## config.mk

```make
export PLATFORM = sky130hd
export DESIGN_NAME = pe_column
export DESIGN_NICKNAME = d
export VERILOG_FILES = /design/src/source/mm_pkg.sv /design/src/source/axis_skid_buffer.sv /design/src/source/pe_control.sv /design/src/source/pe_mac.sv /design/src/source/linear_pe.sv /design/src/source/pe_column.sv
export SDC_FILE = /design/constraint.sdc
export NUM_CORES = 2
export LEC_CHECK = 0
export BUFFER_PORTS_ARGS = -buffer_cell sky130_fd_sc_hd__buf_2
export CORE_MARGIN = 3
export CORE_UTILIZATION = 60
export DETAILED_ROUTE_END_ITERATION = 6
export PLACE_DENSITY = 0.76
export SYNTH_ARGS = -nofsm -noshare
export SYNTH_HDL_FRONTEND = slang
export SYNTH_SLANG_ARGS = --single-unit
export TNS_END_PERCENT = 50
```

## constraint.sdc

```tcl
create_clock -name clk -period 13.6 [get_ports clk]
set_clock_uncertainty 0.2 [all_clocks]
set_input_delay 2.04 -clock clk [delete_from_list [all_inputs] [get_ports clk]]
set_output_delay 2.04 -clock clk [all_outputs]
set_load 0.01 [all_outputs]
```

## src/source/mm_pkg.sv

```systemverilog
package mm_pkg;

  // Left operand width, row of A
  localparam int OP0_WIDTH = 16;

  // Top operand width, column of B
  localparam int OP1_WIDTH = 16;

  // Partial sum width
  // Sums wrap modulo 2^PSUM_WIDTH
  localparam int PSUM_WIDTH = 32;

  // Signed left operand
  typedef logic signed [OP0_WIDTH-1:0] op0_t;

  // Signed top operand
  typedef logic signed [OP1_WIDTH-1:0] op1_t;

  // Signed partial sum
  typedef logic signed [PSUM_WIDTH-1:0] psum_t;

endpackage

```

## src/source/axis_skid_buffer.sv

```systemverilog
`timescale 1ns/10ps

module axis_skid_buffer #(
  parameter int DATA_WIDTH = 16
) (
  input  logic                  clk,
  input  logic                  arst_n,
  input  logic [DATA_WIDTH-1:0] in_data,
  input  logic                  in_valid,
  output logic                  in_ready,
  input  logic                  in_last,
  output logic [DATA_WIDTH-1:0] out_data,
  output logic                  out_valid,
  input  logic                  out_ready,
  output logic                  out_last
);

  // Two entries, each holds last above data
  logic [DATA_WIDTH:0] mem [2];
  logic                wr_ptr;
  logic                rd_ptr;
  logic [1:0]          count;
  logic                push;
  logic                pop;

  // Room for a word unless both entries are taken
  assign in_ready  = (count != 2'd2);
  assign out_valid = (count != 2'd0);

  assign push = in_valid & in_ready;
  assign pop  = out_valid & out_ready;

  // Oldest word always on the output
  assign {out_last, out_data} = mem[rd_ptr];

  always_ff @(posedge clk or negedge arst_n) begin
    if (!arst_n) begin
      wr_ptr <= 1'b0;
      rd_ptr <= 1'b0;
      count  <= 2'd0;
    end else begin
      if (push) begin
        wr_ptr <= ~wr_ptr;
      end
      if (pop) begin
        rd_ptr <= ~rd_ptr;
      end
      // Simultaneous push and pop keeps the fill level
      if (push && !pop) begin
        count <= count + 2'd1;
      end else if (pop && !push) begin
        count <= count - 2'd1;
      end
    end
  end

  // Storage only, valid comes from count
  always_ff @(posedge clk) begin
    if (push) begin
      mem[wr_ptr] <= {in_last, in_data};
    end
  end

endmodule

```

## src/source/pe_control.sv

```systemverilog
`timescale 1ns/10ps

module pe_control #(
  parameter int PE_POSITION_J = 0
) (
  input  logic clk,
  input  logic arst_n,
  // Buffered left and top operand heads
  input  logic l_valid,
  input  logic l_last,
  input  logic t_valid,
  input  logic t_last,
  // Readiness of right and bottom consumers
  input  logic r_ready,
  input  logic b_ready,
  // Buffered up stream head
  input  logic u_valid,
  input  logic u_last,
  // Readiness of down consumer
  input  logic d_ready,
  output logic consume,
  output logic first,
  output logic forward_up,
  output logic export_result,
  output logic err_unaligned_data
);

  // Phase encoding
  localparam logic [1:0] ST_ACC = 2'd0;
  localparam logic [1:0] ST_FWD = 2'd1;
  localparam logic [1:0] ST_EXP = 2'd2;

  // PE 0 has nothing above it to forward
  localparam bit HAS_UP = (PE_POSITION_J > 0);

  logic [1:0] state;
  logic       fwd_done;
  logic       pair_last;

  // Pair taken only when both heads present and both outputs free
  assign consume = (state == ST_ACC) & l_valid & t_valid & r_ready & b_ready;

  // Left stream decides the end of a vector
  assign pair_last = consume & l_last;

  assign forward_up    = (state == ST_FWD);
  assign export_result = (state == ST_EXP);

  // Final word from above handed on
  assign fwd_done = HAS_UP & forward_up & u_valid & u_last & d_ready;

  // Phase register
  always_ff @(posedge clk or negedge arst_n) begin
    if (!arst_n) begin
      state <= ST_ACC;
    end else begin
      case (state)
        ST_ACC: begin
          if (pair_last) begin
            state <= HAS_UP ? ST_FWD : ST_EXP;
          end
        end
        ST_FWD: begin
          if (fwd_done) begin
            state <= ST_EXP;
          end
        end
        ST_EXP: begin
          // Own result accepted downstream
          if (d_ready) begin
            state <= ST_ACC;
          end
        end
        default: begin
          state <= ST_ACC;
        end
      endcase
    end
  end

  // First-of-vector flag
  // Set again once a vector closes
  always_ff @(posedge clk or negedge arst_n) begin
    if (!arst_n) begin
      first <= 1'b1;
    end else if (consume) begin
      first <= l_last;
    end
  end

  // Sticky mismatch of last flags, cleared by reset only
  always_ff @(posedge clk or negedge arst_n) begin
    if (!arst_n) begin
      err_unaligned_data <= 1'b0;
    end else if (consume && (l_last != t_last)) begin
      err_unaligned_data <= 1'b1;
    end
  end

endmodule

```

## src/source/pe_mac.sv

```systemverilog
`timescale 1ns/10ps

module pe_mac (
  input  logic         clk,
  input  logic         arst_n,
  input  logic         consume,
  input  logic         first,
  input  mm_pkg::op0_t op0,
  input  mm_pkg::op1_t op1,
  output mm_pkg::psum_t acc
);

  import mm_pkg::*;

  // Full precision signed product
  logic signed [OP0_WIDTH+OP1_WIDTH-1:0] prod;
  psum_t                                 prod_ext;

  assign prod = op0 * op1;

  // Fit product to the sum width
  assign prod_ext = psum_t'(prod);

  // Accumulator register
  // First pair of a vector overwrites the old sum
  always_ff @(posedge clk or negedge arst_n) begin
    if (!arst_n) begin
      acc <= '0;
    end else if (consume) begin
      if (first) begin
        acc <= prod_ext;
      end else begin
        // Wraps on overflow
        acc <= acc + prod_ext;
      end
    end
  end

endmodule

```

## src/source/linear_pe.sv

```systemverilog
`timescale 1ns/10ps

module linear_pe #(
  parameter int PE_POSITION_J = 0
) (
  input  logic          clk,
  input  logic          arst_n,
  // Left in, right out
  input  mm_pkg::op0_t  l_data,
  input  logic          l_valid,
  output logic          l_ready,
  input  logic          l_last,
  output mm_pkg::op0_t  r_data,
  output logic          r_valid,
  input  logic          r_ready,
  output logic          r_last,
  // Top in, bottom out
  input  mm_pkg::op1_t  t_data,
  input  logic          t_valid,
  output logic          t_ready,
  input  logic          t_last,
  output mm_pkg::op1_t  b_data,
  output logic          b_valid,
  input  logic          b_ready,
  output logic          b_last,
  // Up in, down out
  input  mm_pkg::psum_t u_data,
  input  logic          u_valid,
  output logic          u_ready,
  input  logic          u_last,
  output mm_pkg::psum_t d_data,
  output logic          d_valid,
  input  logic          d_ready,
  output logic          d_last,
  output logic          err_unaligned_data
);

  import mm_pkg::*;

  // Buffered heads of the input streams
  op0_t  lb_data;
  logic  lb_valid;
  logic  lb_last;
  op1_t  tb_data;
  logic  tb_valid;
  logic  tb_last;
  psum_t ub_data;
  logic  ub_valid;
  logic  ub_ready;
  logic  ub_last;

  // Control outputs
  logic  consume;
  logic  first;
  logic  forward_up;
  logic  export_result;
  psum_t acc;

  // Left operand buffer
  axis_skid_buffer #(
    .DATA_WIDTH(OP0_WIDTH)
  ) i_l_buf (
    .clk      (clk),
    .arst_n   (arst_n),
    .in_data  (l_data),
    .in_valid (l_valid),
    .in_ready (l_ready),
    .in_last  (l_last),
    .out_data (lb_data),
    .out_valid(lb_valid),
    .out_ready(consume),
    .out_last (lb_last)
  );

  // Top operand buffer
  axis_skid_buffer #(
    .DATA_WIDTH(OP1_WIDTH)
  ) i_t_buf (
    .clk      (clk),
    .arst_n   (arst_n),
    .in_data  (t_data),
    .in_valid (t_valid),
    .in_ready (t_ready),
    .in_last  (t_last),
    .out_data (tb_data),
    .out_valid(tb_valid),
    .out_ready(consume),
    .out_last (tb_last)
  );

  if (PE_POSITION_J > 0) begin : g_up
    // Results from the PEs above
    axis_skid_buffer #(
      .DATA_WIDTH(PSUM_WIDTH)
    ) i_u_buf (
      .clk      (clk),
      .arst_n   (arst_n),
      .in_data  (u_data),
      .in_valid (u_valid),
      .in_ready (u_ready),
      .in_last  (u_last),
      .out_data (ub_data),
      .out_valid(ub_valid),
      .out_ready(ub_ready),
      .out_last (ub_last)
    );
  end else begin : g_no_up
    // Top row never takes from above
    assign u_ready  = 1'b0;
    assign ub_data  = '0;
    assign ub_valid = 1'b0;
    assign ub_last  = 1'b0;
  end

  pe_control #(
    .PE_POSITION_J(PE_POSITION_J)
  ) i_ctrl (
    .clk               (clk),
    .arst_n            (arst_n),
    .l_valid           (lb_valid),
    .l_last            (lb_last),
    .t_valid           (tb_valid),
    .t_last            (tb_last),
    .r_ready           (r_ready),
    .b_ready           (b_ready),
    .u_valid           (ub_valid),
    .u_last            (ub_last),
    .d_ready           (d_ready),
    .consume           (consume),
    .first             (first),
    .forward_up        (forward_up),
    .export_result     (export_result),
    .err_unaligned_data(err_unaligned_data)
  );

  pe_mac i_mac (
    .clk    (clk),
    .arst_n (arst_n),
    .consume(consume),
    .first  (first),
    .op0    (lb_data),
    .op1    (tb_data),
    .acc    (acc)
  );

  // Operands leave in the cycle they are consumed
  assign r_data  = lb_data;
  assign r_valid = consume;
  assign r_last  = lb_last;
  assign b_data  = tb_data;
  assign b_valid = consume;
  assign b_last  = tb_last;

  // Down mux, own result or words from above
  // Forwarded words lose last, only own export closes the round
  assign d_data   = export_result ? acc : ub_data;
  assign d_valid  = export_result | (forward_up & ub_valid);
  assign d_last   = export_result;
  assign ub_ready = forward_up & d_ready;

endmodule

```

## src/source/pe_column.sv

```systemverilog
`timescale 1ns/10ps

module pe_column #(
  parameter int PE_NUMBER_J = 3
) (
  input  logic                           clk,
  input  logic                           arst_n,
  // One left stream per row
  input  mm_pkg::op0_t [PE_NUMBER_J-1:0] left_data,
  input  logic [PE_NUMBER_J-1:0]         left_valid,
  output logic [PE_NUMBER_J-1:0]         left_ready,
  input  logic [PE_NUMBER_J-1:0]         left_last,
  output mm_pkg::op0_t [PE_NUMBER_J-1:0] right_data,
  output logic [PE_NUMBER_J-1:0]         right_valid,
  input  logic [PE_NUMBER_J-1:0]         right_ready,
  output logic [PE_NUMBER_J-1:0]         right_last,
  // Column operand, enters at the top
  input  mm_pkg::op1_t                   top_data,
  input  logic                           top_valid,
  output logic                           top_ready,
  input  logic                           top_last,
  output mm_pkg::op1_t                   bottom_data,
  output logic                           bottom_valid,
  input  logic                           bottom_ready,
  output logic                           bottom_last,
  // Partial sums, row 0 first
  output mm_pkg::psum_t                  result_data,
  output logic                           result_valid,
  input  logic                           result_ready,
  output logic                           result_last,
  output logic                           err_unaligned_data
);

  import mm_pkg::*;

  // Vertical operand chain, index j enters PE j
  op1_t [PE_NUMBER_J:0]       v_data;
  logic [PE_NUMBER_J:0]       v_valid;
  logic [PE_NUMBER_J:0]       v_ready;
  logic [PE_NUMBER_J:0]       v_last;

  // Down streams leaving each PE
  psum_t [PE_NUMBER_J-1:0]    dn_data;
  logic [PE_NUMBER_J-1:0]     dn_valid;
  logic [PE_NUMBER_J-1:0]     dn_ready;
  logic [PE_NUMBER_J-1:0]     dn_last;

  // Up streams entering each PE
  psum_t [PE_NUMBER_J-1:0]    up_data;
  logic [PE_NUMBER_J-1:0]     up_valid;
  logic [PE_NUMBER_J-1:0]     up_ready;
  logic [PE_NUMBER_J-1:0]     up_last;

  logic [PE_NUMBER_J-1:0]     err_vec;

  // Column ends
  assign v_data[0]   = top_data;
  assign v_valid[0]  = top_valid;
  assign v_last[0]   = top_last;
  assign top_ready   = v_ready[0];
  assign bottom_data = v_data[PE_NUMBER_J];
  assign bottom_valid = v_valid[PE_NUMBER_J];
  assign bottom_last = v_last[PE_NUMBER_J];
  assign v_ready[PE_NUMBER_J] = bottom_ready;

  // Last PE drives the result stream
  assign result_data  = dn_data[PE_NUMBER_J-1];
  assign result_valid = dn_valid[PE_NUMBER_J-1];
  assign result_last  = dn_last[PE_NUMBER_J-1];
  assign dn_ready[PE_NUMBER_J-1] = result_ready;

  for (genvar j = 0; j < PE_NUMBER_J; j++) begin : g_pe
    if (j == 0) begin : g_head
      // Nothing above row 0
      assign up_data[j]  = '0;
      assign up_valid[j] = 1'b0;
      assign up_last[j]  = 1'b0;
    end else begin : g_link
      assign up_data[j]    = dn_data[j-1];
      assign up_valid[j]   = dn_valid[j-1];
      assign up_last[j]    = dn_last[j-1];
      assign dn_ready[j-1] = up_ready[j];
    end

    linear_pe #(
      .PE_POSITION_J(j)
    ) i_pe (
      .clk               (clk),
      .arst_n            (arst_n),
      .l_data            (left_data[j]),
      .l_valid           (left_valid[j]),
      .l_ready           (left_ready[j]),
      .l_last            (left_last[j]),
      .r_data            (right_data[j]),
      .r_valid           (right_valid[j]),
      .r_ready           (right_ready[j]),
      .r_last            (right_last[j]),
      .t_data            (v_data[j]),
      .t_valid           (v_valid[j]),
      .t_ready           (v_ready[j]),
      .t_last            (v_last[j]),
      .b_data            (v_data[j+1]),
      .b_valid           (v_valid[j+1]),
      .b_ready           (v_ready[j+1]),
      .b_last            (v_last[j+1]),
      .u_data            (up_data[j]),
      .u_valid           (up_valid[j]),
      .u_ready           (up_ready[j]),
      .u_last            (up_last[j]),
      .d_data            (dn_data[j]),
      .d_valid           (dn_valid[j]),
      .d_ready           (dn_ready[j]),
      .d_last            (dn_last[j]),
      .err_unaligned_data(err_vec[j])
    );
  end

  // Any row misaligned flags the column
  assign err_unaligned_data = |err_vec;

endmodule

```

==> flow_summary.toml <==
[die]
core_um2 = 85700
dieWidth_um = 301
initial_utilization_pct = 60.9
design.die.area_um2 = 90600
num_io_pins = 190
std_cell_rows = 107
die_height_um = 301

[grt]
top_usage_layer = "met2"
grt_use_met2_pct = 51.3
first_pass_grt_wire_length_um = 218000
pin_count_of_the_biggest_net_entering_global_routing = 79
antenna_found_initial = 2
met3_usage_in_global_routing_pct = 6.47
groute.layer.met1.usage_pct = 40.3
grt_residual_overflow = 0
via_count_of_the_first_global_routing_pass = 39400
global_route.usage.total_pct = 31.3

[detailed_routing]
1st_iter_drt_viols = 2995
detail_route.first_pass.iterations = 7
drt-vias-per-instance = 5.69
drt_drc_violations_left = 0
num_vias = 37800
ant_nets = 0
finalWirelength_um = 139000
wl_per_cell_um = 20.9

[synth]
synth_edf_count = 336
yosysWarningCount = 0
synth_cells = 5294
syn-mean-instance-area_um2 = 9.86
synth_nets = 6515
yosys_most_used_dff = "edfxtp_1"
synth-seq-area-share_pct = 26.0
yosysUniqueCellTypes = 82
asyncSetResetFlopFracSynth_pct = 29.3
mappedNetlistArea_um2 = 52200
synth-seq-cells = 475

[setup_path]
timing.critical_path.required_ns = 13.98
worstPathMaxFanout = 18
critPathArrivalTime_ns = 11.13
cp_top_family = "adder cells"
start_kind = "flop"
crit_path_max_incr_delay_ns = 1.08
slowest_cp_cell = "dfrtp_1"
cpMostUsedCell = "fa_1"
cp_capture_type = "flop"
setup.worst_path.class = "reg2reg"
number_of_buffer_and_inverter_stages_on_the_critical_path = 4

[clocking]
cts_inserted_buffers = 53
cts_hold_buf = 0
worst_case_clock_buffer_depth = 3
post-cts-setup-buffer-count = 0
ctsResizeCount = 0
cts.clk_slew.worst_paths_ns = 0.06
tritoncts = "done"
clock-sinks = 475
worst_skew_pair.late_latency_ns = 0.67
h-tree-depth = 2
cts-root-buf = "clkbuf_16"

[final_layout]
final_layout_size_suffix_gt1_share_pct = 7.58
layout_nets = 6679
area_growth_syn_to_layout_pct = 7.89

[placement]
io_buffer_count = 189
dpl.hpwl_um = 111000
finalWeightedCongestion = 1.01

[sta]
timing.fmax_mhz = 93.0
relSlewSlack_pct = 25.5
timing_hold_violations_final = 0
timing.final.max_slew_violations = 0
grt_setup_unrepaired = "false"
period_minus_slack_ns = 10.75
tightest_slew_ns = 1.12
setup_viol = 0
finalCritPeriodShare_pct = 79.0
finalSetupTns_ns = 0

[status]
outcome = "completed"

[flow_run]
max_cap_viol_count = 0

[min_path]
hp-class = "reg2reg"
## synthesized netlist by cell type, types with 5 or more instances
library cell,number,area (um^2)
a2111oi_0,8,70.1
a211o_1,8,70.1
a211oi_1,20,150
a21boi_0,6,45.0
a21o_1,73,548
a21oi_1,213,1070
a31oi_1,9,56.3
a41oi_1,6,52.6
and2_1,40,250
and3_1,26,163
buf_1,17,63.8
buf_4,41,308
clkbuf_1,117,439
clkinv_1,47,176
dfrtp_1,136,3400
edfxtp_1,336,10100
fa_1,789,15800
ha_1,353,4420
inv_1,975,3660
mux2i_1,182,1820
nand2_1,580,2180
nand2b_1,24,150
nand3_1,30,150
nand4_1,7,43.8
nor2_1,572,2150
nor2b_1,21,131
nor3_1,25,125
o211ai_1,12,90.1
o21a_1,31,233
o21ai_0,210,1050
o21ai_1,15,75.1
o21bai_1,19,143
o22ai_1,10,62.6
o31a_1,8,70.1
o31ai_1,6,45.0
or2_2,8,50.1
or3_1,9,56.3
or4_1,5,37.5
xnor2_1,139,1220
xor2_1,86,753
## registers in the layout, summed over array words and instances (netlist names)
| register | flops |
|---|---|
| g_pe.i_pe.g_up.i_u_buf.mem | 132 |
| g_pe.i_pe.g_up.i_u_buf.count | 4 |
| g_pe.i_pe.g_up.i_u_buf.rd_ptr | 2 |
| g_pe.i_pe.i_t_buf.mem | 102 |
| g_pe.i_pe.i_ctrl.state | 5 |
| g_pe.i_pe.i_ctrl.err_unaligned_data | 3 |
| g_pe.i_pe.i_ctrl.first | 3 |
| g_pe.i_pe.i_l_buf.mem | 102 |
| g_pe.i_pe.i_l_buf.count | 6 |
| g_pe.i_pe.i_t_buf.wr_ptr | 3 |
| g_pe.i_pe.i_mac.acc | 96 |
| g_pe.i_pe.i_l_buf.wr_ptr | 3 |
| g_pe.i_pe.g_up.i_u_buf.wr_ptr | 2 |
| g_pe.i_pe.i_t_buf.rd_ptr | 3 |
| g_pe.i_pe.i_t_buf.count | 6 |
| g_pe.i_pe.i_l_buf.rd_ptr | 3 |
## worst register-to-register path: cells and delay by family, from the launching register on
kind / cells / cell delay (ns)
fa+ha+maj: 8 / 3.72
compound gates: 14 / 3.04
flops: 1 / 1.08
mux: 1 / 0.84
simple gates: 4 / 0.80
buf+inv: 4 / 0.70
xor+xnor: 1 / 0.30
## cells by family (layout without fill, tap and decap cells)
kind of cell    count (synthesis)  count (layout)  share of synthesized area, %
fa+ha+maj                    1142            1142                          38.7
mux                           186             186                          3.58
buf+inv                      1197            1405                          8.90
other cells                     0               1                             0
xor+xnor                      225             225                          3.77
flops                         475             475                          26.0
simple gates                 1363            1363                          10.8
compound gates                706             706                          8.30
## per-layer routing
metal	up-vias	part of all wire, %
met3	442	9.0
met4	0	5.6
met5	-	0
met2	1766	47
li1	17100	-
met1	18500	39
## final cells by class
type / count / area, um^2
inverter: 1022 / 3840
clock inverter: 38 / 432
tap: 1144 / 1430
sequential: 475 / 13600
multi-input combinational: 3622 / 34000
timing repair buffer: 284 / 1670
clock buffer: 61 / 1370
antenna: 1 / 2.50
fill: 6767 / 29300
## cells in the final DEF (no fill, tap or decap), types with 7 or more instances in the layout
cell type,count
nand3_1,29
a2111oi_0,8
a21o_1,73
xnor2_1,139
o21ai_1,15
or2_2,8
ha_1,353
nand4_1,7
clkinvlp_4,8
buf_2,188
or3_1,9
nand2_1,580
fa_1,789
inv_1,975
o21ai_0,210
edfxtp_1,336
dfrtp_1,134
a31oi_1,9
o21bai_1,19
a21oi_1,213
clkbuf_1,7
nor2_1,569
clkinv_1,53
xor2_1,86
o211ai_1,12
clkinv_4,9
and3_1,26
clkbuf_16,53
buf_4,95
nor3_1,25
nor2b_1,20
o31a_1,8
a211oi_1,20
o22ai_1,10
mux2i_1,180
o21a_1,31
nand2b_1,24
and2_1,40
a211o_1,8
## through the flow
step / instance area [um^2] / util (%) / cells / hold WS [ns] / worst slack, ns
detailed placement: 54500 / 63.6 / 6547 / 0.247 / 3.07
global route: 56300 / 65.7 / 6646 / 0.298 / 2.41
CTS: 56300 / 65.7 / 6646 / 0.267 / 2.98
finish: 56300 / 65.7 / 6647 / 0.265 / 2.85
global placement: 54500 / 63.6 / 6547 / 0.241 / 3.33
floorplan: 52200 / - / 5294 / 0.220 / 4.21
## final timing paths
kind / startpoint / end / slack (ns) / cells past startpoint
max in group asynchronous: arst_n / g_pe[1].i_pe.i_t_buf.wr_ptr / 10.46 / 2
setup / recovery: g_pe[2].i_pe.i_l_buf.rd_ptr / g_pe[2].i_pe.i_mac.acc[31] / 2.85 / 32
hold reg to reg: g_pe[0].i_pe.i_ctrl.err_unaligned_data / g_pe[0].i_pe.i_ctrl.err_unaligned_data / 0.27 / 1
min in group asynchronous: arst_n / g_pe[2].i_pe.i_mac.acc[8] / 1.26 / 1
hold / removal: g_pe[0].i_pe.i_ctrl.err_unaligned_data / g_pe[0].i_pe.i_ctrl.err_unaligned_data / 0.27 / 1
setup reg to reg: g_pe[2].i_pe.i_l_buf.rd_ptr / g_pe[2].i_pe.i_mac.acc[31] / 2.85 / 32
Power is left out: the tool's default activity adds up to more than one toggle a clock period on the data nets, which glitch-free logic cannot reach.
